$ cat src/hw/soc_pkg.sv
`default_nettype none

package soc_pkg;

    ////////////////////////////////////////////////////////////
    // bus and video types

    typedef logic [31:0]       word_t;       // bus address or data
    typedef logic [3:0]        byte_en_t;    // one bit per byte lane
    typedef logic [3:0]        region_t;     // address bits 31:28
    typedef logic [7:0]        channel_t;    // 8-bit colour channel
    typedef logic [7:0]        pixel_t;      // rgb332, red on top
    typedef logic [9:0]        tmds_word_t;
    typedef logic signed [4:0] disparity_t;  // running dc balance

    ////////////////////////////////////////////////////////////
    // address map

    localparam region_t REGION_RAM   = 4'h0;
    localparam region_t REGION_VIDEO = 4'h2;

    localparam int RAM_WORDS     = 256;
    localparam int RAM_ADDR_BITS = $clog2(RAM_WORDS);
    localparam int FB_WORDS      = 32;       // four pixels per word
    localparam int FB_ADDR_BITS  = $clog2(FB_WORDS);

    typedef logic [FB_ADDR_BITS-1:0] fb_addr_t;

    ////////////////////////////////////////////////////////////
    // raster timing, tiny on purpose

    localparam int H_ACTIVE = 16;
    localparam int H_FRONT  = 2;
    localparam int H_SYNC   = 4;
    localparam int H_BACK   = 2;
    localparam int H_TOTAL  = H_ACTIVE + H_FRONT + H_SYNC + H_BACK;
    localparam int H_SYNC_START = H_ACTIVE + H_FRONT;
    localparam int H_SYNC_END   = H_SYNC_START + H_SYNC;

    localparam int V_ACTIVE = 8;
    localparam int V_FRONT  = 1;
    localparam int V_SYNC   = 2;
    localparam int V_BACK   = 1;
    localparam int V_TOTAL  = V_ACTIVE + V_FRONT + V_SYNC + V_BACK;
    localparam int V_SYNC_START = V_ACTIVE + V_FRONT;
    localparam int V_SYNC_END   = V_SYNC_START + V_SYNC;

    typedef logic [$clog2(H_TOTAL)-1:0] hcount_t;
    typedef logic [$clog2(V_TOTAL)-1:0] vcount_t;

    // dvi control symbols, index is {c1, c0}
    localparam tmds_word_t CTRL_00 = 10'b1101010100;
    localparam tmds_word_t CTRL_01 = 10'b0010101011;
    localparam tmds_word_t CTRL_10 = 10'b0101010100;
    localparam tmds_word_t CTRL_11 = 10'b1010101011;

endpackage

`default_nettype wire

$ cat src/hw/memory_controller.sv
`timescale 1ns/1ps
`default_nettype none

module memory_controller (
    input wire clk_in,
    input wire rst_n,

    // cpu side
    input wire soc_pkg::word_t    cpu_addr,
    input wire soc_pkg::word_t    cpu_wdata,
    input wire soc_pkg::byte_en_t cpu_we,
    output soc_pkg::word_t        cpu_rdata,

    // data ram
    output soc_pkg::word_t        ram_addr,
    output soc_pkg::word_t        ram_wdata,
    output soc_pkg::byte_en_t     ram_we,
    input wire soc_pkg::word_t    ram_rdata,

    // framebuffer
    output soc_pkg::word_t        fb_addr,
    output soc_pkg::word_t        fb_wdata,
    output soc_pkg::byte_en_t     fb_we,
    input wire soc_pkg::word_t    fb_rdata
);
    import soc_pkg::*;

    region_t region;
    logic    sel_ram, sel_fb;
    logic    sel_ram_q, sel_fb_q;    // selection of the previous request

    assign region  = region_t'(cpu_addr[31:28]);
    assign sel_ram = (region == REGION_RAM);
    assign sel_fb  = (region == REGION_VIDEO);

    // address and data go everywhere, only the enables are steered
    assign ram_addr  = cpu_addr;
    assign ram_wdata = cpu_wdata;
    assign ram_we    = sel_ram ? cpu_we : '0;

    assign fb_addr   = cpu_addr;
    assign fb_wdata  = cpu_wdata;
    assign fb_we     = sel_fb ? cpu_we : '0;

    always_ff @(posedge clk_in) begin
        if (!rst_n) begin
            sel_ram_q <= 1'b0;
            sel_fb_q  <= 1'b0;
        end else begin
            sel_ram_q <= sel_ram;
            sel_fb_q  <= sel_fb;
        end
    end

    // both targets answer one cycle later, pick the one asked
    always_comb begin
        if (sel_ram_q) begin
            cpu_rdata = ram_rdata;
        end else if (sel_fb_q) begin
            cpu_rdata = fb_rdata;
        end else begin
            cpu_rdata = '0;              // unmapped
        end
    end

endmodule

`default_nettype wire

$ cat config.mk
export PLATFORM = sky130hd
export DESIGN_NAME = memory_controller
export DESIGN_NICKNAME = d
export VERILOG_FILES = /design/src/hw/soc_pkg.sv /design/src/hw/memory_controller.sv
export SDC_FILE = /design/constraint.sdc
export NUM_CORES = 1
export LEC_CHECK = 0
export BUFFER_PORTS_ARGS = -buffer_cell sky130_fd_sc_hd__buf_2
export CAP_MARGIN = 0
export CORE_AREA = 8 8 112 114
export CTS_BUF_LIST = sky130_fd_sc_hd__clkbuf_8
export CTS_CLUSTER_DIAMETER = 50
export CTS_CLUSTER_SIZE = 24
export DETAILED_ROUTE_END_ITERATION = 12
export DIE_AREA = 0 0 120 122
export GPL_TIMING_DRIVEN = 0
export SETUP_SLACK_MARGIN = 0.5
export SYNTH_ARGS = -nofsm -noshare
export SYNTH_HDL_FRONTEND = slang
export SYNTH_SLANG_ARGS = --single-unit
$ cat constraint.sdc
create_clock -name clk_in -period 1.05 [get_ports clk_in]
set_input_delay 0 -clock clk_in [delete_from_list [all_inputs] [get_ports clk_in]]
set_output_delay 0 -clock clk_in [all_outputs]
set_load 0.01 [all_outputs]
==> results.sh <==
export IMPL_cp_top_family="buffers and inverters"
export IMPL_io_pins=302
export IMPL_antenna_left=0
export IMPL_yosysMostFrequentCell="buf_4"
export IMPL_drive_gt1_frac=0.913
export IMPL_grt_overflow_total=0
export IMPL_hold_viol_final=0
export IMPL_die_y_um=122
export IMPL_gp_congestion=0.852
export IMPL_max_slew_margin=0.873
export IMPL_min_to="sel_ram_q$_SDFF_PN0_"
export IMPL_irDropWorstVdd_uv=210
export IMPL_netlist_instances=187
export IMPL_n_fill_cell=1152
export IMPL_rows=38
export IMPL_tns_ns=-5.50
export IMPL_synthDistinctLibCells=12
export IMPL_antenna_found_initial=2
export IMPL_cap_violations=0
export IMPL_leakage_nw=1.92
export IMPL_syn_area_um2=1440
export IMPL_grt_max_degree=11
export IMPL_clock_sinks=2
export IMPL_wirelength_um=8520
export IMPL_clkSlewWorstSetupHoldPaths_ns=0.03
export IMPL_root_buffer="clkbuf_8"
export IMPL_worst_path_buf_inv=3
export IMPL_yosys_top_cells_count="buf_4 (128), a22o_1 (30), and3_1 (10), buf_6 (4), nand2_1 (4)"
export IMPL_io_buffer_count=241
export IMPL_hold_path_depth=2
export IMPL_synth_edff_count=0
export IMPL_place_area_um2=2830
export IMPL_crit_required_ns=1.05
export IMPL_synth_top_area_frac=0.667
export IMPL_nets=572
export IMPL_drtPass1Iterations=4
export IMPL_max_freq_ghz=0.798
export IMPL_route_detailed_drc=0
export IMPL_cts_made_buffers=3
export IMPL_clockBufferDepth=2
export IMPL_period_needed_ns=1.25
export IMPL_grt_use_total=0.100
export IMPL_cts_hold_buf=0
export IMPL_synthTopCellsByArea="buf_4 (67%), a22o_1 (18%), and3_1 (4.3%), buf_6 (3.1%), dfxtp_1 (2.8%)"
export IMPL_period_share=1.19
export IMPL_outcome="finished with violations"
export IMPL_cpMostUsedCell="buf_6"
export IMPL_synth_avg_cell_area_um2=7.71
export IMPL_dpl_hpwl_um=7810
export IMPL_cp_start_kind="flip-flop"
export IMPL_grt_pass1_vias=2222
export IMPL_die_w_um=120
export IMPL_area_growth_pct=117
export IMPL_async_reset_ff_frac=0
export IMPL_cts_tree="yes"
export IMPL_cpPeakStageDelay_ns=0.29
export IMPL_h_tree_depth=1
export IMPL_avgRoutedWirePerCell_um=14.7
export IMPL_min_path_type="primary input to flip-flop"
export IMPL_hp_start="rst_n"
export IMPL_synth_area_leader_cell="buf_4"
export IMPL_fin_ws_ns=-0.203
export IMPL_crit_type="flip-flop to primary output"
export IMPL_cp_arrival_ns=1.25
export IMPL_die_area_um2=14600
export IMPL_worst_hold_slack_ns=0.0442
export IMPL_slowest_stage="dfxtp_1"
export IMPL_finalSetupViolCount=32
export IMPL_vias=2075
export IMPL_p_per_area_nw_per_um2=463
export IMPL_synthFlopType="dfxtp_1"
export IMPL_crit_path_end_kind="primary output"
export IMPL_vias_per_cell=3.59
export IMPL_initial_core_util=0.135
export IMPL_path_cells="buf_6, nor2b_4, buf_6, a22o_1, buf_2"
export IMPL_worst_path_max_fanout=5
export IMPL_drv_slew=0
export IMPL_grt_pass1_wl_um=12000
export IMPL_core_region_area_um2=10700
export IMPL_ys_seq_elements=2
export IMPL_failed_checks="setup timing"
export IMPL_rsz0062_at_grt="yes"
export IMPL_drt_initial_drc_count=29
export IMPL_synth_net_count=321
export IMPL_seq_area_frac_synth=0.0278
export IMPL_fin_util=0.292
export IMPL_final_area_um2=3120
export IMPL_yosysWarnings=0
export IMPL_tightest_slew_ns=0.190
-- area by class of cell --
class	instances	area, um^2	area share
sequential	2	40.0	0.0128
timing repair buffer	245	1380	0.442
tap	140	175	0.0561
buffer	135	1020	0.327
multi-input combinational	51	459	0.147
clock buffer	3	41.3	0.0132
antenna	2	5.00	0.00160
-- registers in the layout (all words and copies together), names as in the netlist --
| register | count |
|---|---|
| sel_ram_q | 1 |
| sel_fb_q | 1 |
-- cells by family after synthesis --
family                 Yosys count  share of synthesized area
buffers and inverters          135                      0.708
AND/OR/NAND/NOR                 18                     0.0747
flip-flops                       2                     0.0278
AO/OA/AOI/OAI                   32                      0.189
-- how the worst max path moves through the flow --
stage / endpoint / cells past startpoint / slack (ns) / start
finish: cpu_rdata[8] / 5 / -0.20 / sel_ram_q$_SDFF_PN0_
global route: cpu_rdata[31] / 5 / -0.27 / sel_ram_q$_SDFF_PN0_
CTS: cpu_rdata[8] / 5 / -0.23 / sel_ram_q$_SDFF_PN0_
detailed placement: cpu_rdata[8] / 5 / -0.01 / sel_ram_q$_SDFF_PN0_
global placement: cpu_rdata[8] / 5 / 0.01 / sel_ram_q$_SDFF_PN0_
floorplan: cpu_rdata[0] / 4 / 0.20 / sel_ram_q$_SDFF_PN0_
-- power by group --
part | switching, mW | internal, mW | leakage, nW
combinational | 0.414 | 0.651 | 1.88
sequential | 0.000835 | 0.0780 | 0.0162
clock | 0.0587 | 0.242 | 0.0216
total | 0.473 | 0.971 | 1.92
-- cell usage in the layout, fill, tap and decap left out --
master | Yosys | final
buf_2 | 3 | 223
diode_2 | 0 | 2
and3_1 | 10 | 2
nor2b_4 | 1 | 2
o21ai_2 | 0 | 2
and3_4 | 0 | 8
clkbuf_8 | 0 | 3
a22o_1 | 30 | 30
buf_12 | 0 | 1
nor2_4 | 0 | 3
buf_8 | 0 | 2
buf_4 | 128 | 133
buf_6 | 4 | 21
nand2_1 | 4 | 4
dfxtp_1 | 2 | 2
-- per-layer routing --
metal | up-vias | global-route usage | part of all wire
li1 | 1002 | - | -
met1 | 901 | 0.0840 | 0.30
met2 | 166 | 0.200 | 0.55
met3 | 6 | 0.0509 | 0.14
met4 | 0 | 0.0281 | 0.011
met5 | - | 0 | 0
-- through the flow --
stage	setup slack, ns	power, mW	std cells
finish	-0.203	1.44	578
global route	-0.268	1.55	578
CTS	-0.226	1.44	575
detailed placement	-0.00990	1.09	568
global placement	0.0137	1.08	568
floorplan	0.201	0.649	187
-- what timing repair did --
| item | in CTS | in global routing |
|---|---|---|
| setup buffers | 2 | 1 |
| gates resized for setup | 28 | 17 |
| gates cloned | 2 | 0 |
| pin swaps | 9 | 8 |
| setup endpoints to repair | 40 | 40 |
Note: power is estimated with default switching activity, not from simulation.
