===== config.mk =====
export PLATFORM = sky130hd
export DESIGN_NAME = video_controller
export DESIGN_NICKNAME = d
export VERILOG_FILES = /design/src/hw/soc_pkg.sv /design/src/hw/video_controller.sv
export SDC_FILE = /design/constraint.sdc
export NUM_CORES = 1
export LEC_CHECK = 0
export ABC_AREA = 0
export BUFFER_PORTS_ARGS = -buffer_cell sky130_fd_sc_hd__buf_4
export CAP_MARGIN = 30
export CORE_UTILIZATION = 67
export DETAILED_ROUTE_END_ITERATION = 8
export MAX_ROUTING_LAYER = met4
export PLACE_DENSITY = 0.83
export SLEW_MARGIN = 20
export SYNTH_ARGS = -nofsm -noshare
export SYNTH_HDL_FRONTEND = slang
export SYNTH_SLANG_ARGS = --single-unit

===== constraint.sdc =====
create_clock -name clk_in -period 3.3 [get_ports clk_in]
set_input_delay 0.165 -clock clk_in [delete_from_list [all_inputs] [get_ports clk_in]]
set_output_delay 0.165 -clock clk_in [all_outputs]
set_load 0.01 [all_outputs]

===== src/hw/soc_pkg.sv =====
`default_nettype none

package soc_pkg;

    ////////////////////////////////////////////////////////////
    // bus and video types

    typedef logic [31:0]       word_t;       // bus address or data
    typedef logic [3:0]        byte_en_t;    // one bit per byte lane
    typedef logic [3:0]        region_t;     // address bits 31:28
    typedef logic [7:0]        channel_t;    // 8-bit colour channel
    typedef logic [7:0]        pixel_t;      // rgb332, red on top
    typedef logic [9:0]        tmds_word_t;
    typedef logic signed [4:0] disparity_t;  // running dc balance

    ////////////////////////////////////////////////////////////
    // address map

    localparam region_t REGION_RAM   = 4'h0;
    localparam region_t REGION_VIDEO = 4'h2;

    localparam int RAM_WORDS     = 256;
    localparam int RAM_ADDR_BITS = $clog2(RAM_WORDS);
    localparam int FB_WORDS      = 32;       // four pixels per word
    localparam int FB_ADDR_BITS  = $clog2(FB_WORDS);

    typedef logic [FB_ADDR_BITS-1:0] fb_addr_t;

    ////////////////////////////////////////////////////////////
    // raster timing, tiny on purpose

    localparam int H_ACTIVE = 16;
    localparam int H_FRONT  = 2;
    localparam int H_SYNC   = 4;
    localparam int H_BACK   = 2;
    localparam int H_TOTAL  = H_ACTIVE + H_FRONT + H_SYNC + H_BACK;
    localparam int H_SYNC_START = H_ACTIVE + H_FRONT;
    localparam int H_SYNC_END   = H_SYNC_START + H_SYNC;

    localparam int V_ACTIVE = 8;
    localparam int V_FRONT  = 1;
    localparam int V_SYNC   = 2;
    localparam int V_BACK   = 1;
    localparam int V_TOTAL  = V_ACTIVE + V_FRONT + V_SYNC + V_BACK;
    localparam int V_SYNC_START = V_ACTIVE + V_FRONT;
    localparam int V_SYNC_END   = V_SYNC_START + V_SYNC;

    typedef logic [$clog2(H_TOTAL)-1:0] hcount_t;
    typedef logic [$clog2(V_TOTAL)-1:0] vcount_t;

    // dvi control symbols, index is {c1, c0}
    localparam tmds_word_t CTRL_00 = 10'b1101010100;
    localparam tmds_word_t CTRL_01 = 10'b0010101011;
    localparam tmds_word_t CTRL_10 = 10'b0101010100;
    localparam tmds_word_t CTRL_11 = 10'b1010101011;

endpackage

`default_nettype wire


===== src/hw/video_controller.sv =====
`timescale 1ns/1ps
`default_nettype none

module video_controller (
    input wire clk_in,
    input wire rst_n,

    // cpu port into the framebuffer
    input wire soc_pkg::word_t    cpu_addr,
    input wire soc_pkg::word_t    cpu_wdata,
    input wire soc_pkg::byte_en_t cpu_we,
    output soc_pkg::word_t        cpu_rdata,

    // pixel stream
    output soc_pkg::channel_t     red,
    output soc_pkg::channel_t     green,
    output soc_pkg::channel_t     blue,
    output logic                  hsync,
    output logic                  vsync,
    output logic                  active_draw
);
    import soc_pkg::*;

    hcount_t  h_count;
    vcount_t  v_count;
    logic     active_raw, hsync_raw, vsync_raw;

    word_t    fb_mem [FB_WORDS];
    fb_addr_t cpu_index;
    fb_addr_t pix_index;

    word_t    fb_word_q;           // stage 1
    logic [1:0] lane_q;
    logic     active_q, hsync_q, vsync_q;

    pixel_t   pix;
    channel_t red_wide, green_wide, blue_wide;

    ////////////////////////////////////////////////////////////
    // raster counters

    always_ff @(posedge clk_in) begin
        if (!rst_n) begin
            h_count <= '0;
            v_count <= '0;
        end else if (h_count == hcount_t'(H_TOTAL - 1)) begin
            h_count <= '0;
            if (v_count == vcount_t'(V_TOTAL - 1)) begin
                v_count <= '0;
            end else begin
                v_count <= v_count + 1'b1;
            end
        end else begin
            h_count <= h_count + 1'b1;
        end
    end

    // active, front porch, sync, back porch
    assign active_raw = (h_count < hcount_t'(H_ACTIVE)) && (v_count < vcount_t'(V_ACTIVE));
    assign hsync_raw  = (h_count >= hcount_t'(H_SYNC_START)) &&
                        (h_count <  hcount_t'(H_SYNC_END));
    assign vsync_raw  = (v_count >= vcount_t'(V_SYNC_START)) &&
                        (v_count <  vcount_t'(V_SYNC_END));

    ////////////////////////////////////////////////////////////
    // framebuffer, cpu side

    assign cpu_index = cpu_addr[FB_ADDR_BITS+1:2];

    always_ff @(posedge clk_in) begin
        for (int i = 0; i < 4; i++) begin
            if (cpu_we[i]) begin
                fb_mem[cpu_index][8*i +: 8] <= cpu_wdata[8*i +: 8];
            end
        end
        cpu_rdata <= fb_mem[cpu_index];
    end

    ////////////////////////////////////////////////////////////
    // pixel pipeline

    // four pixels per word, x mod 4 picks the lane
    assign pix_index = fb_addr_t'((v_count * H_ACTIVE + h_count) / 4);

    always_ff @(posedge clk_in) begin
        fb_word_q <= fb_mem[pix_index];
        lane_q    <= h_count[1:0];
    end

    always_ff @(posedge clk_in) begin
        if (!rst_n) begin
            active_q <= 1'b0;
            hsync_q  <= 1'b0;
            vsync_q  <= 1'b0;
        end else begin
            active_q <= active_raw;
            hsync_q  <= hsync_raw;
            vsync_q  <= vsync_raw;
        end
    end

    assign pix = fb_word_q[8*lane_q +: 8];

    // rgb332 to 8 bits by bit repetition
    assign red_wide   = {pix[7:5], pix[7:5], pix[7:6]};
    assign green_wide = {pix[4:2], pix[4:2], pix[4:3]};
    assign blue_wide  = {4{pix[1:0]}};

    always_ff @(posedge clk_in) begin
        if (!rst_n) begin
            red         <= '0;
            green       <= '0;
            blue        <= '0;
            hsync       <= 1'b0;
            vsync       <= 1'b0;
            active_draw <= 1'b0;
        end else begin
            red         <= active_q ? red_wide   : '0;   // black in blanking
            green       <= active_q ? green_wide : '0;
            blue        <= active_q ? blue_wide  : '0;
            hsync       <= hsync_q;
            vsync       <= vsync_q;
            active_draw <= active_q;
        end
    end

endmodule

`default_nettype wire


==> results of run 1 <==
==> cells in the final DEF (no fill, tap or decap), types with 18 or more instances in the layout <==
| cell type | count |
|---|---|
| mux4_2 | 520 |
| edfxtp_1 | 1024 |
| buf_4 | 229 |
| a22oi_1 | 128 |
| clkinv_2 | 18 |
| o22ai_1 | 32 |
| dlygate4sd3_1 | 33 |
| clkbuf_16 | 114 |
| nand4_1 | 32 |
| nand2_1 | 20 |
| a221oi_1 | 32 |
| clkbuf_1 | 26 |
| dfxtp_1 | 87 |
| mux2i_1 | 65 |
| nor2_1 | 134 |
| mux2_2 | 64 |
| buf_12 | 21 |
==> where the power goes <==
part | leakage (uW) | total (uW) | switching, uW | internal (uW)
clock network | 0.00180 | 12800 | 5320 | 7480
registers | 0.00997 | 15800 | 140 | 15600
logic | 0.00561 | 1970 | 1060 | 909
total | 0.0174 | 30500 | 6520 | 24000
==> cell families (layout without fill, tap and decap cells) <==
family,after synthesis,count (layout),synth area share [%]
buf+inv,210,497,2.18
other cells,0,4,0
fa+ha+maj,6,6,0.152
simple gates,232,232,2.19
mux,649,649,26.5
compound gates,202,202,3.05
flops,1113,1113,65.9
xor+xnor,4,4,0.0709
==> layout make-up <==
type,instances,area (sq um),share of cell area (%)
repair buffers,286,2530,4.53
multi-input cells,1093,15800,28.4
clock inverters,56,616,1.10
diodes,4,10.0,0.0179
flip-flops and latches,1113,32500,58.3
inverters,5,18.8,0.0336
well taps,959,1200,2.15
clock buffers,150,3090,5.53
==> state kept, by name (all words and copies together), names as in the netlist <==
signal / cells
red: 3
h_count: 5
vsync_q: 1
v_count: 4
hsync: 1
vsync: 1
cpu_rdata: 32
fb_mem: 1024
hsync_q: 1
blue: 2
fb_word_q: 32
green: 3
active_q: 1
lane_q: 2
active_draw: 1
==> stage by stage <==
stage | hold slack (ns) | std cells | total power (uW)
after global routing | 0.218 | 3665 | 31300
after global placement | 0.417 | 3404 | 17900
after CTS | 0.167 | 3643 | 30600
final | 0.219 | 3666 | 30500
after floorplan | 0.264 | 2416 | 17200
after detailed placement | 0.424 | 3404 | 18000
==> tightest hold or removal path, cell delays in order <==
cell     delay (ns)
buf_4          0.17
nor2_4         0.12
a22oi_1        0.17
nand4_1        0.15
==> what timing repair did <==
item,in CTS,in global routing
hold buffers,33,0
setup endpoints to repair,0,0
endpoints found under the hold margin,1038,0
gates resized for setup,0,0
==> routing by layer <==
layer / GRT usage (%) / share of wire [%] / up-vias
li1: - / - / 10800
met1: 47.9 / 33 / 14400
met2: 56.8 / 50 / 2299
met3: 6.81 / 12 / 388
met4: 18.4 / 5.3 / 0
met5: - / 0 / -
==> cell usage after synthesis (31+ instances only) <==
cell type	instances	area, sq um
a221oi_1	32	280
a22oi_1	128	961
buf_2	60	300
buf_4	31	233
clkbuf_1	90	338
dfxtp_1	89	1780
edfxtp_1	1024	30700
mux2_2	64	721
mux2i_1	65	651
mux4_2	520	11700
nand4_1	32	200
nor2_1	137	514
o22ai_1	32	200
==> how the worst min path moves through the flow <==
stage,end,startpoint,depth (start not counted),slack (ns)
floorplan,fb_mem[0][0]$_DFFE_PP_,cpu_wdata[0],0,0.26
CTS,cpu_rdata[6]$_DFF_P_,cpu_addr[5],4,0.17
global placement,vsync$_SDFF_PN0_,vsync_q$_SDFF_PN0_,1,0.42
global route,fb_mem[30][31]$_DFFE_PP_,cpu_we[3],3,0.22
finish,cpu_rdata[6]$_DFF_P_,cpu_addr[5],4,0.22
detailed placement,hsync$_SDFF_PN0_,hsync_q$_SDFF_PN0_,1,0.42
==> results by group, run 1 <==
GRT
  • Gr usage total: 36.8%
  • Largest net degree at the start of global routing: 79
  • First-pass GRT wire length: 191000 um
  • Initial antenna violation count: 3
  • Overflow after GRT: 0
  • Vias in the first global route: 29.1k

Timing
  • Final period utilization: 81.6%
  • Setup TNS Final: 0 ns
  • Fin. Hold Viols: 0
  • RSZ-0062 raised after global routing: no
  • Max-slew violation count: 0
  • Worst Skew: 0.0281 ns
  • Slew headroom: 30.9%
  • Tightest Pin Transition: 1.03 ns
  • Worst setup margin: 0.606 ns
  • Final setup violation count: 0
  • Achievable frequency: 371 MHz
  • Min cycle time layout: 2.69 ns

Layout
  • Fill cells: 3675
  • Final Cell Area: 55800 sq um
  • Nets@finish: 2684
  • Layout cells sized above 1: 37.8%
  • Synth-to-layout area growth: 13.0%
  • Fin util: 76.5%

CTS
  • CTS tree: done
  • Clock sink count: 1113
  • Root buf cell: clkbuf_16
  • Clk Latency, worst-skew pair: 0.68 ns
  • # H-tree levels: 3
  • Cts bufs inserted: 109
  • Postcts setup bufs: 0
  • Clock Path Buffers: 3
  • Clock transition at path regs: 0.06 ns

Synthesis
  • EDFF count, synth: 1024
  • Ys async rst share: 0%
  • Sequential cell area fraction in the yosys report: 65.9%
  • Synth Instances: 2416
  • Syn nets: 2492
  • Distinct cells, synth: 42
  • Post-Syn Area per Cell: 20.4 sq um
  • Primary FF master, synth: edfxtp_1
  • Post-Syn Area: 49400 sq um
  • Synthesis Warnings: 0
  • Synth Register Bits: 1113

Worst setup path
  • Critical path data arrival time: 3.22 ns
  • Data required, critical path: 3.82 ns
  • Buf/Inv on CP: 2
  • FF-to-FF path depth: 6
  • Crit path max fanout: 39
  • CP Launch Type: flop
  • Max incr delay on CP: 0.58 ns
  • Worst setup path end: fb_word_q[26]$_DFF_P_
  • Reg2Reg Setup Slack: 0.61 ns
  • CP startpoint: h_count[4]$_SDFF_PP0_
  • CP top delay family: buffers and inverters
  • Crit-path cells: ha_4 -> buf_12 -> buf_4 -> mux4_2 -> mux2i_1 -> a221oi_1
  • Crit. path cell count: 6
  • Reg-to-Reg Start: h_count[4]$_SDFF_PP0_
  • Worst r2r dst: fb_word_q[26]$_DFF_P_
  • CP max stage cell: ha_4
  • Critical path endpoint category: flop
  • Setup CP Type: flop to flop

Routing
  • Final WL: 129000 um
  • Vias per cell: 7.61
  • Vias: 27.9k
  • Routed len/inst: 35.2 um
  • Drt pass-1 iters: 5
  • ANT nets after route: 0
  • Remaining DRCs: 0
  • DRT iter0 DRCs: 4227

Placed design
  • Input/output buffers: 101
  • HPWL Detailed: 80800 um
  • Placement Setup Slack: 0.547 ns
  • Placement Cell Area: 51600 sq um
  • GPL Wtd Cong: 0.872

Die
  • IO Pins: 129
  • Row count: 99
  • Core box area: 73000 sq um
  • Initial Utilization: 67.7%
  • Die Y: 274 um
  • Die area: 74800 sq um
  • Die width: 274 um

Power and ir drop
  • Pwr dens: 547 nW/um^2
  • Maximum vdd ir drop: 0.452 mV
  • Leakage: 0.0174 uW

Status
  • Status: finished, final reports clean

Job
  • Maxcap violations: 0

Hold path
  • Min-delay worst type: input port to flop
Note: power is estimated with default switching activity, not from simulation.
==> inputs of run 2 (changes only) <==
Settings changed: CORE_UTILIZATION 67 to 57, PLACE_DENSITY 0.83 to 0.75.
Clock period 3.3 ns to 2.3 ns, I/O delays scaled along.
==> run 2 against run 1 <==
Net effect:
- highest routed layer unchanged
- die area increased by 17%
- clock power up 41%
- core utilization down 9.6 points
- sequential power rose by 43%
- sequential share of layout area decreased by 1.4 points
- combinational power is 54% higher
- hold slack worse by 0.077 ns
- setup slack got worse by 0.56 ns
- register-to-register slack got worse by 0.56 ns
- via count fell by 0.86%
==> results by group, run 2 (synthesized netlist as in run 1, its figures left out) <==
Status
  • Status: finished, final reports clean

CTS
  • Clock Path Buffers: 3
  • Clock transition at path regs: 0.06 ns
  • Cts bufs inserted: 112
  • # H-tree levels: 3
  • CTS tree: done
  • Clock sink count: 1113
  • Root buf cell: clkbuf_16
  • Clk Latency, worst-skew pair: 0.68 ns

GRT
  • First-pass GRT wire length: 192000 um
  • Overflow after GRT: 0
  • Grt peak-use layer: met2
  • Initial antenna violation count: 5
  • GR met2 Demand/Resource: 49.2%
  • GR Util met3: 5.76%
  • M1 GR Usage: 41.7%
  • Vias in the first global route: 28.6k
  • Gr usage total: 31.4%
  • Largest net degree at the start of global routing: 44

Placed design
  • Placement Setup Slack: -0.0518 ns
  • HPWL Detailed: 88800 um
  • GPL Wtd Cong: 0.888
  • Input/output buffers: 101
  • Placement Cell Area: 53200 sq um
  • Placed Cells: 3726

Die
  • Initial Utilization: 57.7%
  • IO Pins: 129
  • Die Y: 296 um
  • Row count: 107
  • Die width: 296 um
  • Die area: 87800 sq um
  • Core box area: 85500 sq um

Timing
  • RSZ-0062 raised after global routing: yes
  • Max-slew violation count: 0
  • Setup TNS Final: 0 ns
  • Worst setup margin: 0.0418 ns
  • Hold_ws: 0.142 ns
  • Fin. Hold Viols: 0
  • Slew headroom: 37.2%
  • Final period utilization: 98.2%
  • Final setup violation count: 0
  • Min cycle time layout: 2.26 ns
  • Achievable frequency: 443 MHz
  • Worst Skew: 0.0282 ns
  • Tightest Pin Transition: 0.939 ns

Layout
  • Synth-to-layout area growth: 15.9%
  • Post-Layout Cell Count: 3968
  • Most frequent cells in the layout: 1024 x edfxtp_1, 520 x mux4_2, 321 x buf_4
  • Top Registers: fb_mem (1024), cpu_rdata (32), fb_word_q (32)
  • Final Cell Area: 57300 sq um
  • Top reg by flops: fb_mem
  • Layout cells sized above 1: 40.9%
  • Max reg flops: 1024
  • Most common cell after layout, fill and taps aside: edfxtp_1
  • Nets@finish: 2805

Job
  • Maxcap violations: 0

Power and ir drop
  • Pwr dens: 765 nW/um^2
  • Maximum vdd ir drop: 0.576 mV
  • Leakage: 0.0181 uW

Routing
  • Final WL: 130000 um
  • Remaining DRCs: 0
  • Drt pass-1 iters: 6
  • Vias: 27.7k
  • Vias per cell: 6.97
  • Routed len/inst: 32.7 um
  • DRT iter0 DRCs: 3575
  • ANT nets after route: 0

Hold path
  • Hold Crit Start: cpu_addr[2]
  • Min-delay worst type: input port to flop

Worst setup path
  • Critical path endpoint category: flop
  • Setup CP Type: flop to flop
  • Critical path data arrival time: 2.82 ns
  • CP startpoint: h_count[2]$_SDFF_PP0_
  • Reg-to-Reg Start: h_count[2]$_SDFF_PP0_
  • Crit path max fanout: 23
  • Data required, critical path: 2.86 ns
  • CP Launch Type: flop
run 2: path summary, 6_finish.rpt:
kind | end | slack (ns) | cells after the start
worst max-delay path | fb_word_q[17]$_DFF_P_ | 0.04 | 7
worst min-delay path | cpu_rdata[16]$_DFF_P_ | 0.14 | 4
worst max register to register | fb_word_q[17]$_DFF_P_ | 0.04 | 7
worst min register to register | vsync$_SDFF_PN0_ | 0.44 | 1
run 2: where the power goes:
part / switching (uW) / internal (uW)
logic: 1620 / 1430
clock network: 7560 / 10600
registers: 186 / 22400
total: 9360 / 34400
run 2: metal layers:
metal | vias to the layer above | share of wire (%)
met3 | 304 | 11
met2 | 1787 | 50
met5 | - | 0
met4 | 0 | 3.7
li1 | 11100 | -
met1 | 14500 | 36
run 2: repair_timing:
action,4_1_cts,5_1_grt
endpoints found under the setup margin,3,10
setup buffers,0,0
hold buffers,34,0
endpoints found under the hold margin,1042,0
resized for setup,3,13
run 2: cell type report:
type	instances	area, sq um
Inverter	5	18.8
Multi-Input combinational cell	1093	15900
Timing Repair Buffer	404	3710
Antenna cell	2	5.00
Fill cell	5364	28300
Tap cell	1144	1430
Clock buffer	147	3070
Sequential cell	1113	32500
Clock inverter	60	584
run 2: critical path, stage by stage, from the launching register on:
cell,delay [ns]
dfxtp_4,0.39
buf_16,0.22
buf_12,0.21
buf_12,0.19
mux4_2,0.53
mux2i_2,0.25
a221oi_1,0.13
buf_4,0.18
run 2: stage by stage:
step,util [%],total power (uW)
after floorplan,-,24700
after global placement,62.2,25900
after detailed placement,62.2,26000
after CTS,66.9,43900
after global routing,66.9,44900
final,66.9,43800
