--- src/hw/soc_pkg.sv ---
`default_nettype none

package soc_pkg;

    ////////////////////////////////////////////////////////////
    // bus and video types

    typedef logic [31:0]       word_t;       // bus address or data
    typedef logic [3:0]        byte_en_t;    // one bit per byte lane
    typedef logic [3:0]        region_t;     // address bits 31:28
    typedef logic [7:0]        channel_t;    // 8-bit colour channel
    typedef logic [7:0]        pixel_t;      // rgb332, red on top
    typedef logic [9:0]        tmds_word_t;
    typedef logic signed [4:0] disparity_t;  // running dc balance

    ////////////////////////////////////////////////////////////
    // address map

    localparam region_t REGION_RAM   = 4'h0;
    localparam region_t REGION_VIDEO = 4'h2;

    localparam int RAM_WORDS     = 256;
    localparam int RAM_ADDR_BITS = $clog2(RAM_WORDS);
    localparam int FB_WORDS      = 32;       // four pixels per word
    localparam int FB_ADDR_BITS  = $clog2(FB_WORDS);

    typedef logic [FB_ADDR_BITS-1:0] fb_addr_t;

    ////////////////////////////////////////////////////////////
    // raster timing, tiny on purpose

    localparam int H_ACTIVE = 16;
    localparam int H_FRONT  = 2;
    localparam int H_SYNC   = 4;
    localparam int H_BACK   = 2;
    localparam int H_TOTAL  = H_ACTIVE + H_FRONT + H_SYNC + H_BACK;
    localparam int H_SYNC_START = H_ACTIVE + H_FRONT;
    localparam int H_SYNC_END   = H_SYNC_START + H_SYNC;

    localparam int V_ACTIVE = 8;
    localparam int V_FRONT  = 1;
    localparam int V_SYNC   = 2;
    localparam int V_BACK   = 1;
    localparam int V_TOTAL  = V_ACTIVE + V_FRONT + V_SYNC + V_BACK;
    localparam int V_SYNC_START = V_ACTIVE + V_FRONT;
    localparam int V_SYNC_END   = V_SYNC_START + V_SYNC;

    typedef logic [$clog2(H_TOTAL)-1:0] hcount_t;
    typedef logic [$clog2(V_TOTAL)-1:0] vcount_t;

    // dvi control symbols, index is {c1, c0}
    localparam tmds_word_t CTRL_00 = 10'b1101010100;
    localparam tmds_word_t CTRL_01 = 10'b0010101011;
    localparam tmds_word_t CTRL_10 = 10'b0101010100;
    localparam tmds_word_t CTRL_11 = 10'b1010101011;

endpackage

`default_nettype wire

--- src/hw/tmds_encoder.sv ---
`timescale 1ns/1ps
`default_nettype none

module tmds_encoder (
    input wire clk_in,
    input wire rst_n,

    input wire soc_pkg::channel_t data,
    input wire [1:0]              ctrl,         // {c1, c0}
    input wire                    active_draw,
    output soc_pkg::tmds_word_t   tmds
);
    import soc_pkg::*;

    logic [3:0] ones_data;
    logic       use_xnor;
    logic [8:0] q_m;             // transition minimised word
    logic [3:0] ones_qm, zeros_qm;
    disparity_t balance;         // ones minus zeros of q_m[7:0]
    disparity_t disparity;
    tmds_word_t ctrl_code;

    ////////////////////////////////////////////////////////////
    // stage 1, xor or xnor chain

    always_comb begin
        ones_data = '0;
        for (int i = 0; i < 8; i++) begin
            ones_data = ones_data + 4'(data[i]);
        end
        use_xnor = (ones_data > 4'd4) || ((ones_data == 4'd4) && !data[0]);
        q_m[0] = data[0];
        for (int i = 1; i < 8; i++) begin
            q_m[i] = use_xnor ? ~(q_m[i-1] ^ data[i]) : (q_m[i-1] ^ data[i]);
        end
        q_m[8] = ~use_xnor;
    end

    ////////////////////////////////////////////////////////////
    // stage 2, dc balance

    always_comb begin
        ones_qm = '0;
        for (int i = 0; i < 8; i++) begin
            ones_qm = ones_qm + 4'(q_m[i]);
        end
        zeros_qm = 4'd8 - ones_qm;
        balance  = disparity_t'({1'b0, ones_qm}) - disparity_t'({1'b0, zeros_qm});
    end

    always_comb begin
        case (ctrl)
            2'b00:   ctrl_code = CTRL_00;
            2'b01:   ctrl_code = CTRL_01;
            2'b10:   ctrl_code = CTRL_10;
            default: ctrl_code = CTRL_11;
        endcase
    end

    always_ff @(posedge clk_in) begin
        if (!rst_n) begin
            tmds      <= CTRL_00;
            disparity <= '0;
        end else if (!active_draw) begin
            tmds      <= ctrl_code;
            disparity <= '0;                 // restart balance each line
        end else if ((disparity == 0) || (ones_qm == zeros_qm)) begin
            tmds <= {~q_m[8], q_m[8], q_m[8] ? q_m[7:0] : ~q_m[7:0]};
            if (q_m[8]) begin
                disparity <= disparity + balance;
            end else begin
                disparity <= disparity - balance;
            end
        end else if (((disparity > 0) && (ones_qm > zeros_qm)) ||
                     ((disparity < 0) && (zeros_qm > ones_qm))) begin
            // invert to pull the balance back
            tmds      <= {1'b1, q_m[8], ~q_m[7:0]};
            disparity <= disparity + disparity_t'({q_m[8], 1'b0}) - balance;
        end else begin
            tmds      <= {1'b0, q_m[8], q_m[7:0]};
            disparity <= disparity - disparity_t'({~q_m[8], 1'b0}) + balance;
        end
    end

endmodule

`default_nettype wire

--- config.mk ---
export PLATFORM = sky130hd
export DESIGN_NAME = tmds_encoder
export DESIGN_NICKNAME = d
export VERILOG_FILES = /design/src/hw/soc_pkg.sv /design/src/hw/tmds_encoder.sv
export SDC_FILE = /design/constraint.sdc
export NUM_CORES = 1
export LEC_CHECK = 0
export BUFFER_PORTS_ARGS = -buffer_cell sky130_fd_sc_hd__buf_2
export CORE_ASPECT_RATIO = 1.4
export CORE_UTILIZATION = 50
export CTS_CLUSTER_DIAMETER = 60
export DETAILED_ROUTE_END_ITERATION = 6
export GPL_TIMING_DRIVEN = 0
export PLACE_DENSITY = 0.84
export SETUP_SLACK_MARGIN = 0.05
export SYNTH_ARGS = -nofsm -noshare
export SYNTH_HDL_FRONTEND = slang
export SYNTH_SLANG_ARGS = --single-unit
--- constraint.sdc ---
create_clock -name clk_in -period 9.03 [get_ports clk_in]
set_input_delay 0.903 -clock clk_in [delete_from_list [all_inputs] [get_ports clk_in]]
set_output_delay 0.903 -clock clk_in [all_outputs]
set_load 0.005 [all_outputs]
==> impl_metrics.env, run 1 <==
export IMPL_period_needed_ps=8700
export IMPL_synthCells=209
export IMPL_grt_max_degree=11
export IMPL_clockBufferDepth=2
export IMPL_cap_violations=0
export IMPL_clock_skew_ps=2.61
export IMPL_hold_buffers=0
export IMPL_hpwlAfterDp_mm=3.09
export IMPL_remaining_drc_errors=0
export IMPL_synth_seq_cells=15
export IMPL_worst_pin_slew_ps=497
export IMPL_hold_class="flip-flop to flip-flop"
export IMPL_r2r_start="disparity[1]"
export IMPL_fp_dieW_um=54.2
export IMPL_port_buffers=22
export IMPL_critPathCaptureType="flip-flop"
export IMPL_drt_initial_drc_count=29
export IMPL_synth_common_cells="inv_1, ha_1, xnor2_1"
export IMPL_slew_headroom=0.665
export IMPL_endpoint="disparity[4]"
export IMPL_tns_ps=0
export IMPL_setup_violations_final=0
export IMPL_rrSetupSlack_ps=6370
export IMPL_multi_input_area_mm2=0.00158
export IMPL_row_count=26
export IMPL_crit_path_frequent_cell="fa_1"
export IMPL_synth_area_mm2=0.00191
export IMPL_cts_buffers=3
export IMPL_root_buffer="clkbuf_8"
export IMPL_yosysSeqAreaShare=0.157
export IMPL_synthesis_nets=259
export IMPL_r2r_end="disparity[4]"
export IMPL_crit_start="data[0]"
export IMPL_drive_above_1_share=0.273
export IMPL_synth_edf_count=0
export IMPL_gp_congestion=0.855
export IMPL_grt_ovfl_total=0
export IMPL_grt_pass1_wl_mm=6.49
export IMPL_post_synth_top_area_cell="ha_1"
export IMPL_cpPeakStageDelay_ps=550
export IMPL_synth_ff_type="dfxtp_1"
export IMPL_start_util=0.524
export IMPL_yosys_top_cells_area="ha_1, dfxtp_1, fa_1, xnor2_1, inv_1"
export IMPL_ys_types=49
export IMPL_clock_sinks=15
export IMPL_tritoncts="done"
export IMPL_run_status="completed"
export IMPL_final_util=0.632
export IMPL_die_h_um=75.1
export IMPL_regArea_um2=300
export IMPL_syn_area_per_cell_um2=9.14
export IMPL_crit_type="input port to flip-flop"
export IMPL_reg2reg_depth=10
export IMPL_pin_count=23
export IMPL_fin_crit_sh=0.963
export IMPL_ant_nets=0
export IMPL_crit_family="adder cells"
export IMPL_synth_most_common_cell="inv_1"
export IMPL_clkTransAtPathRegs_ps=60
export IMPL_worstSkewPairLatency_ps=240
export IMPL_antenna_found_initial=0
export IMPL_cp_required_ps=9220
export IMPL_grtUsageTotal=0.215
export IMPL_synth_async_reset_ratio=0
export IMPL_hold_viol=0
export IMPL_drt_first_pass_iters=4
export IMPL_synth_top_area_frac=0.164
export IMPL_cts_max_level=1
export IMPL_cp_depth=32
export IMPL_wl_per_cell_um=13.6
export IMPL_path_buf_inv=7
export IMPL_critPathMaxFanout=8
export IMPL_viasPerCell=5.44
export IMPL_fill_cells=297
export IMPL_die_area_mm2=0.00408
export IMPL_drt_total_wl_mm=3.90
export IMPL_antenna_cells=0
export IMPL_vias=1561
export IMPL_cpMaxStageDelayCell="fa_1"
export IMPL_arrival_ps=8890
export IMPL_core_mm2=0.00364
export IMPL_drv_slew=0
export IMPL_grt_pass1_vias=1535
export IMPL_start_kind="input port"
export IMPL_fmaxAchievable_mhz=115
export IMPL_ys_warnings_count=0
export IMPL_nets=296
export IMPL_area_growth_pct=20.5
[timing repair]
item / 4_1_cts / 5_1_grt
endpoints found under the setup margin: 2 / 1
setup buffers: 3 / 7
pin swaps: 2 / 10
resized for setup: 14 / 8
[metrics by stage]
| step | std cells | setup WS, ps | cell area, µm² | hold slack, ps |
|---|---|---|---|---|
| after floorplan | 209 | 109 | 1920 | 473 |
| after global placement | 273 | -540 | 2080 | 487 |
| after detailed placement | 273 | -710 | 2080 | 500 |
| after CTS | 280 | 75.7 | 2230 | 508 |
| after global routing | 287 | -1.12 | 2300 | 532 |
| final | 287 | 332 | 2300 | 511 |
[flip-flops by register name, indices dropped and copies added (netlist names), named ones only]
signal and cells:
disparity 4, tmds 10
[cell type report]
class,instances,share of cell area
clock buffer,3,0.0179
timing repair buffer,32,0.0804
inverter,29,0.0495
clock inverter,1,0.00217
tap,42,0.0228
sequential,15,0.130
buffer,4,0.0103
multi-input combinational,161,0.686
[cells by family (layout without fill, tap and decap cells)]
kind of cell,count (synthesis),count (layout),synth area share
AOI/OAI and AO/OA,45,45,0.161
and+or+nand+nor,43,43,0.121
adders and majority gates,37,37,0.289
buffers and inverters,33,69,0.0694
xor gates and xnor gates,31,31,0.174
DFF,15,15,0.157
muxes,5,5,0.0282
[metal layers]
| layer | part of all wire | global-route usage | vias to the layer above | routed length, µm |
|---|---|---|---|---|
| met5 | 0 | 0 | - | 0 |
| li1 | - | - | 772 | - |
| met1 | 0.39 | 0.257 | 744 | 1530 |
| met2 | 0.57 | 0.394 | 35 | 2220 |
| met4 | 0.018 | 0.0741 | 0 | 71 |
| met3 | 0.022 | 0.0101 | 10 | 87 |
[how the worst min path moves through the flow]
stage / end / slack [ps] / depth (start not counted)
floorplan: flip-flop / 470 / 1
finish: flip-flop / 510 / 1
CTS: flip-flop / 510 / 1
global route: flip-flop / 530 / 1
global placement: flip-flop / 490 / 1
detailed placement: flip-flop / 500 / 1
[layout by cell type (no fill, tap or decap), types with 3 or more instances in the layout]
cell type | netlist | routed
nor2_1 | 10 | 9
fa_1 | 12 | 11
clkbuf_8 | 0 | 3
nand2_1 | 11 | 11
buf_2 | 1 | 23
xnor2_2 | 2 | 3
a211oi_1 | 3 | 3
mux2_2 | 3 | 3
buf_4 | 0 | 10
xor2_1 | 9 | 8
xnor2_1 | 17 | 16
o21ai_0 | 7 | 7
ha_1 | 25 | 21
a21o_1 | 9 | 9
nand3_1 | 4 | 4
inv_1 | 28 | 25
a21oi_1 | 9 | 7
dfxtp_1 | 15 | 15
nor2b_1 | 3 | 3
Power of run 1 is not shown: default switching activity piles up to over one toggle a cycle in this logic, so the estimate is an artifact.
==> run 2, diff against run 1 <==
- CORE_UTILIZATION: 50 -> 40
- PLACE_DENSITY: 0.84 -> 0.57
- clock period: 9.03 -> 9.49 ns (I/O delays scaled with it)
==> run 2 against run 1 <==
Hold slack worse by 17 ps. Critical endpoint unchanged. Die area is 24% higher. Clock skew is 3.2 ps higher. Highest routed layer unchanged. Core utilization is 14 points lower.
==> impl_metrics.env, run 2 (synthesis results as in run 1) <==
export IMPL_drt_initial_drc_count=24
export IMPL_cpPeakStageDelay_ps=560
export IMPL_vias=1442
export IMPL_final_cells=299
export IMPL_r2r_start="disparity[1]"
export IMPL_final_util=0.492
export IMPL_drt_first_pass_iters=4
export IMPL_hold_class="flip-flop to flip-flop"
export IMPL_start_util=0.418
export IMPL_core_mm2=0.00457
export IMPL_critPathCaptureType="flip-flop"
export IMPL_setup_violations_final=0
export IMPL_area_growth_pct=17.6
export IMPL_grt_max_degree=11
export IMPL_hold_buffers=0
export IMPL_grt_pass1_vias=1501
export IMPL_start_kind="input port"
export IMPL_cp_depth=33
export IMPL_wl_met2_mm=2.14
export IMPL_crit_path_frequent_cell="fa_1"
export IMPL_nets=288
export IMPL_reg2reg_depth=11
export IMPL_root_buffer="clkbuf_8"
export IMPL_die_h_um=83.8
export IMPL_crit_family="adder cells"
export IMPL_drt_total_wl_mm=3.84
export IMPL_clock_skew_ps=5.84
export IMPL_hpwlAfterDp_mm=3.09
export IMPL_cts_max_level=1
export IMPL_m1WireLength_mm=1.63
export IMPL_die_area_mm2=0.00506
export IMPL_drv_slew=0
export IMPL_reg_largest_list="tmds (10), disparity (4)"
export IMPL_path_buf_inv=7
export IMPL_ant_nets=0
export IMPL_fin_area_mm2=0.00225
export IMPL_slew_headroom=0.648
export IMPL_gp_congestion=0.749
export IMPL_grt_pass1_wl_mm=6.62
export IMPL_hold_depth=1
export IMPL_fp_dieW_um=60.4
export IMPL_tns_ps=0
export IMPL_wl_met3_um=51
export IMPL_viasPerCell=4.82
export IMPL_pin_count=23
export IMPL_cpMaxStageDelayCell="fa_1"
export IMPL_rrSetupSlack_ps=6840
export IMPL_clock_sinks=15
export IMPL_port_buffers=22
export IMPL_place_area_mm2=0.00210
export IMPL_crit_start="data[0]"
export IMPL_tritoncts="done"
export IMPL_antenna_found_initial=0
export IMPL_final_common_cell="inv_1"
export IMPL_rsz0062_at_grt="false"
export IMPL_grt_ovfl_total=0
export IMPL_cts_buffers=3
export IMPL_worstSkewPairLatency_ps=240
export IMPL_largest_reg_flops=10
export IMPL_hold_viol=0
export IMPL_clockBufferDepth=2
export IMPL_row_count=29
export IMPL_layout_common_cells="inv_1, ha_1, buf_2"
export IMPL_dp_cells=293
export IMPL_crit_type="input port to flip-flop"
export IMPL_antenna_cells=0
export IMPL_fmaxAchievable_mhz=110
export IMPL_fill_cells=488
export IMPL_wl_per_cell_um=12.8
export IMPL_arrival_ps=9260
export IMPL_critPathMaxFanout=8
export IMPL_remaining_drc_errors=0
export IMPL_topRoutingLayerUsed="met4"
export IMPL_cap_violations=0
export IMPL_clkTransAtPathRegs_ps=60
export IMPL_period_needed_ps=9070
export IMPL_worst_pin_slew_ps=522
export IMPL_cp_required_ps=9680
export IMPL_grtUsageTotal=0.167
export IMPL_fin_crit_sh=0.955
export IMPL_drive_above_1_share=0.224
export IMPL_r2r_end="disparity[4]"
export IMPL_regMostFlops="tmds"
export IMPL_run_status="completed"
[run 2: cell types whose count changed in the layout (fill, tap and decap cells not counted), sizes merged]
cell    delta
clkbuf     +1
clkinv     -1
buf        -8
[run 2: worst register-to-register path: stages (launching register included)]
cell and delay [ps]:
dfxtp_1 370, inv_1 120, fa_1 430, inv_1 120
ha_1 240, a21o_1 170, a21oi_2 160, nor2b_1 150
nand2_1 60, mux2_2 290, a2111o_1 430, nand2_1 70
[run 2: worst max path at each step]
| stage | endpoint |
|---|---|
| after floorplan | disparity[4] |
| after global placement | disparity[4] |
| after detailed placement | disparity[4] |
| after CTS | disparity[4] |
| after global routing | disparity[4] |
| final | disparity[4] |
[run 2: layout make-up]
cell class | instances | area [µm²] | area share
multi-input combinational | 161 | 1560 | 0.696
sequential | 15 | 300 | 0.134
clock buffer | 4 | 45.0 | 0.0200
tap | 62 | 77.6 | 0.0345
buffer | 4 | 23.8 | 0.0106
inverter | 29 | 111 | 0.0496
timing repair buffer | 24 | 125 | 0.0557
[run 2: stage by stage]
step / setup WS, ps / hold slack (ps)
after floorplan: 435 / 473
after global placement: -366 / 488
after detailed placement: -441 / 491
after CTS: 129 / 500
after global routing: 35.1 / 516
final: 425 / 494
[run 2: timing repair]
action                     in CTS  in global routing
setup buffers                   0                  2
pin swaps                       0                  1
setup endpoints to repair       1                  1
gates resized for setup         5                 12
[run 2: routing by layer]
| layer | up-vias | GRT usage |
|---|---|---|
| li1 | 753 | - |
| met1 | 669 | 0.211 |
| met2 | 18 | 0.303 |
| met3 | 2 | 0.0140 |
| met4 | 0 | 0.0269 |
| met5 | - | 0 |
Power of run 2 is left out for the same reason.
==> run 3, diff against run 2 <==
- RECOVER_POWER: unset -> 50
- clock period: 9.49 -> 8.8 ns (I/O delays scaled with it)
==> run 3 against run 2 <==
Routed wire length up 2.9%. Core utilization up 4.8 points. First-iteration DRC count grew 29%. Clock skew decreased by 2.9 ps. Die area stayed put. Hold slack improved by 1.4 ps.
==> impl_metrics.env, run 3 (synthesis results as in run 1) <==
export IMPL_arrival_ps=8750
export IMPL_cts_buffers=3
export IMPL_period_needed_ps=8560
export IMPL_setup_violations_final=0
export IMPL_clkTransAtPathRegs_ps=60
export IMPL_worst_pin_slew_ps=483
export IMPL_cp_depth=33
export IMPL_layout_common_cells="ha_1, inv_1, buf_4"
export IMPL_hold_viol=0
export IMPL_rsz0062_at_grt="true"
export IMPL_drv_slew=0
export IMPL_regMostFlops="tmds"
export IMPL_reg_largest_list="tmds (10), disparity (4)"
export IMPL_die_area_mm2=0.00506
export IMPL_nets=305
export IMPL_viasPerCell=4.82
export IMPL_core_mm2=0.00457
export IMPL_row_count=29
export IMPL_critPathCaptureType="flip-flop"
export IMPL_clockBufferDepth=2
export IMPL_hold_depth=1
export IMPL_worstSkewPairLatency_ps=250
export IMPL_cap_violations=0
export IMPL_grt_max_degree=11
export IMPL_fin_crit_sh=0.972
export IMPL_die_h_um=83.8
export IMPL_tritoncts="done"
export IMPL_cp_required_ps=8990
export IMPL_crit_path_frequent_cell="fa_1"
export IMPL_final_common_cell="ha_1"
export IMPL_drt_first_pass_iters=4
export IMPL_start_util=0.418
export IMPL_slew_headroom=0.677
export IMPL_pin_count=23
export IMPL_wl_per_cell_um=12.5
export IMPL_antenna_cells=0
export IMPL_hpwlAfterDp_mm=3.15
export IMPL_regArea_um2=300
export IMPL_antenna_found_initial=0
export IMPL_ant_nets=0
export IMPL_grt_ovfl_total=0
export IMPL_hold_buffers=0
export IMPL_fin_area_mm2=0.00247
export IMPL_root_buffer="clkbuf_8"
export IMPL_vias=1524
export IMPL_grt_pass1_wl_mm=6.67
export IMPL_remaining_drc_errors=0
export IMPL_multi_input_area_mm2=0.00162
export IMPL_hold_class="flip-flop to flip-flop"
export IMPL_cpPeakStageDelay_ps=570
export IMPL_drt_initial_drc_count=31
export IMPL_fmaxAchievable_mhz=117
export IMPL_crit_type="input port to flip-flop"
export IMPL_fill_cells=450
export IMPL_run_status="completed"
export IMPL_start_kind="input port"
export IMPL_fp_dieW_um=60.4
export IMPL_critPathMaxFanout=5
export IMPL_grt_pass1_vias=1498
export IMPL_cts_max_level=1
export IMPL_drt_total_wl_mm=3.95
export IMPL_port_buffers=22
export IMPL_gp_congestion=0.794
export IMPL_clock_skew_ps=2.94
export IMPL_grtUsageTotal=0.171
export IMPL_clock_sinks=15
export IMPL_area_growth_pct=29.1
export IMPL_crit_family="adder cells"
export IMPL_cpMaxStageDelayCell="fa_1"
export IMPL_largest_reg_flops=10
export IMPL_place_area_mm2=0.00214
export IMPL_drive_above_1_share=0.311
export IMPL_reg2reg_depth=11
export IMPL_path_buf_inv=7
run 3: final cells by class:
cell class                      count  share of cell area
Multi-Input combinational cell    161               0.658
Sequential cell                    15               0.122
Timing Repair Buffer               41               0.111
Inverter                           29              0.0492
Tap cell                           62              0.0315
Clock buffer                        3              0.0167
Buffer                              4             0.00964
Clock inverter                      1             0.00203
run 3: what timing repair did:
| action | in CTS | in global routing |
|---|---|---|
| resized for setup | 9 | 24 |
| setup endpoints to repair | 2 | 1 |
| buffers inserted | 9 | 10 |
| pin swaps | 5 | 23 |
run 3: worst reg2reg max path: cells and delay by family, from the launching register on:
kind	cells	cell delay, ps
compound gates	3	680
fa+ha+maj	2	650
flops	1	370
mux	1	270
simple gates	3	260
buf+inv	2	220
run 3: routing by layer:
metal / up-vias / GRT usage / wire length, µm
li1: 791 / - / -
met1: 716 / 0.218 / 1680
met2: 13 / 0.302 / 2190
met3: 4 / 0.0140 / 45
met4: 0 / 0.0372 / 43
met5: - / 0 / 0
run 3: through the flow:
step | setup WS (ps) | cells | utilization | setup TNS [ps] | hold WS [ps]
after floorplan | 57.7 | 209 | - | 0 | 473
after global placement | -594 | 293 | 0.467 | -669 | 485
after detailed placement | -703 | 293 | 0.467 | -905 | 488
after CTS | 53.3 | 306 | 0.504 | 0 | 500
after global routing | -62.4 | 316 | 0.539 | -62.4 | 530
final | 245 | 316 | 0.539 | 0 | 496
run 3: final timing paths:
path	from	slack (ps)	end
max	data[3]	240	disparity[4]
min	flip-flop	500	flip-flop
max reg2reg	disparity[1]	6300	disparity[4]
min reg2reg	flip-flop	500	flip-flop
Power of run 3 is left out for the same reason.
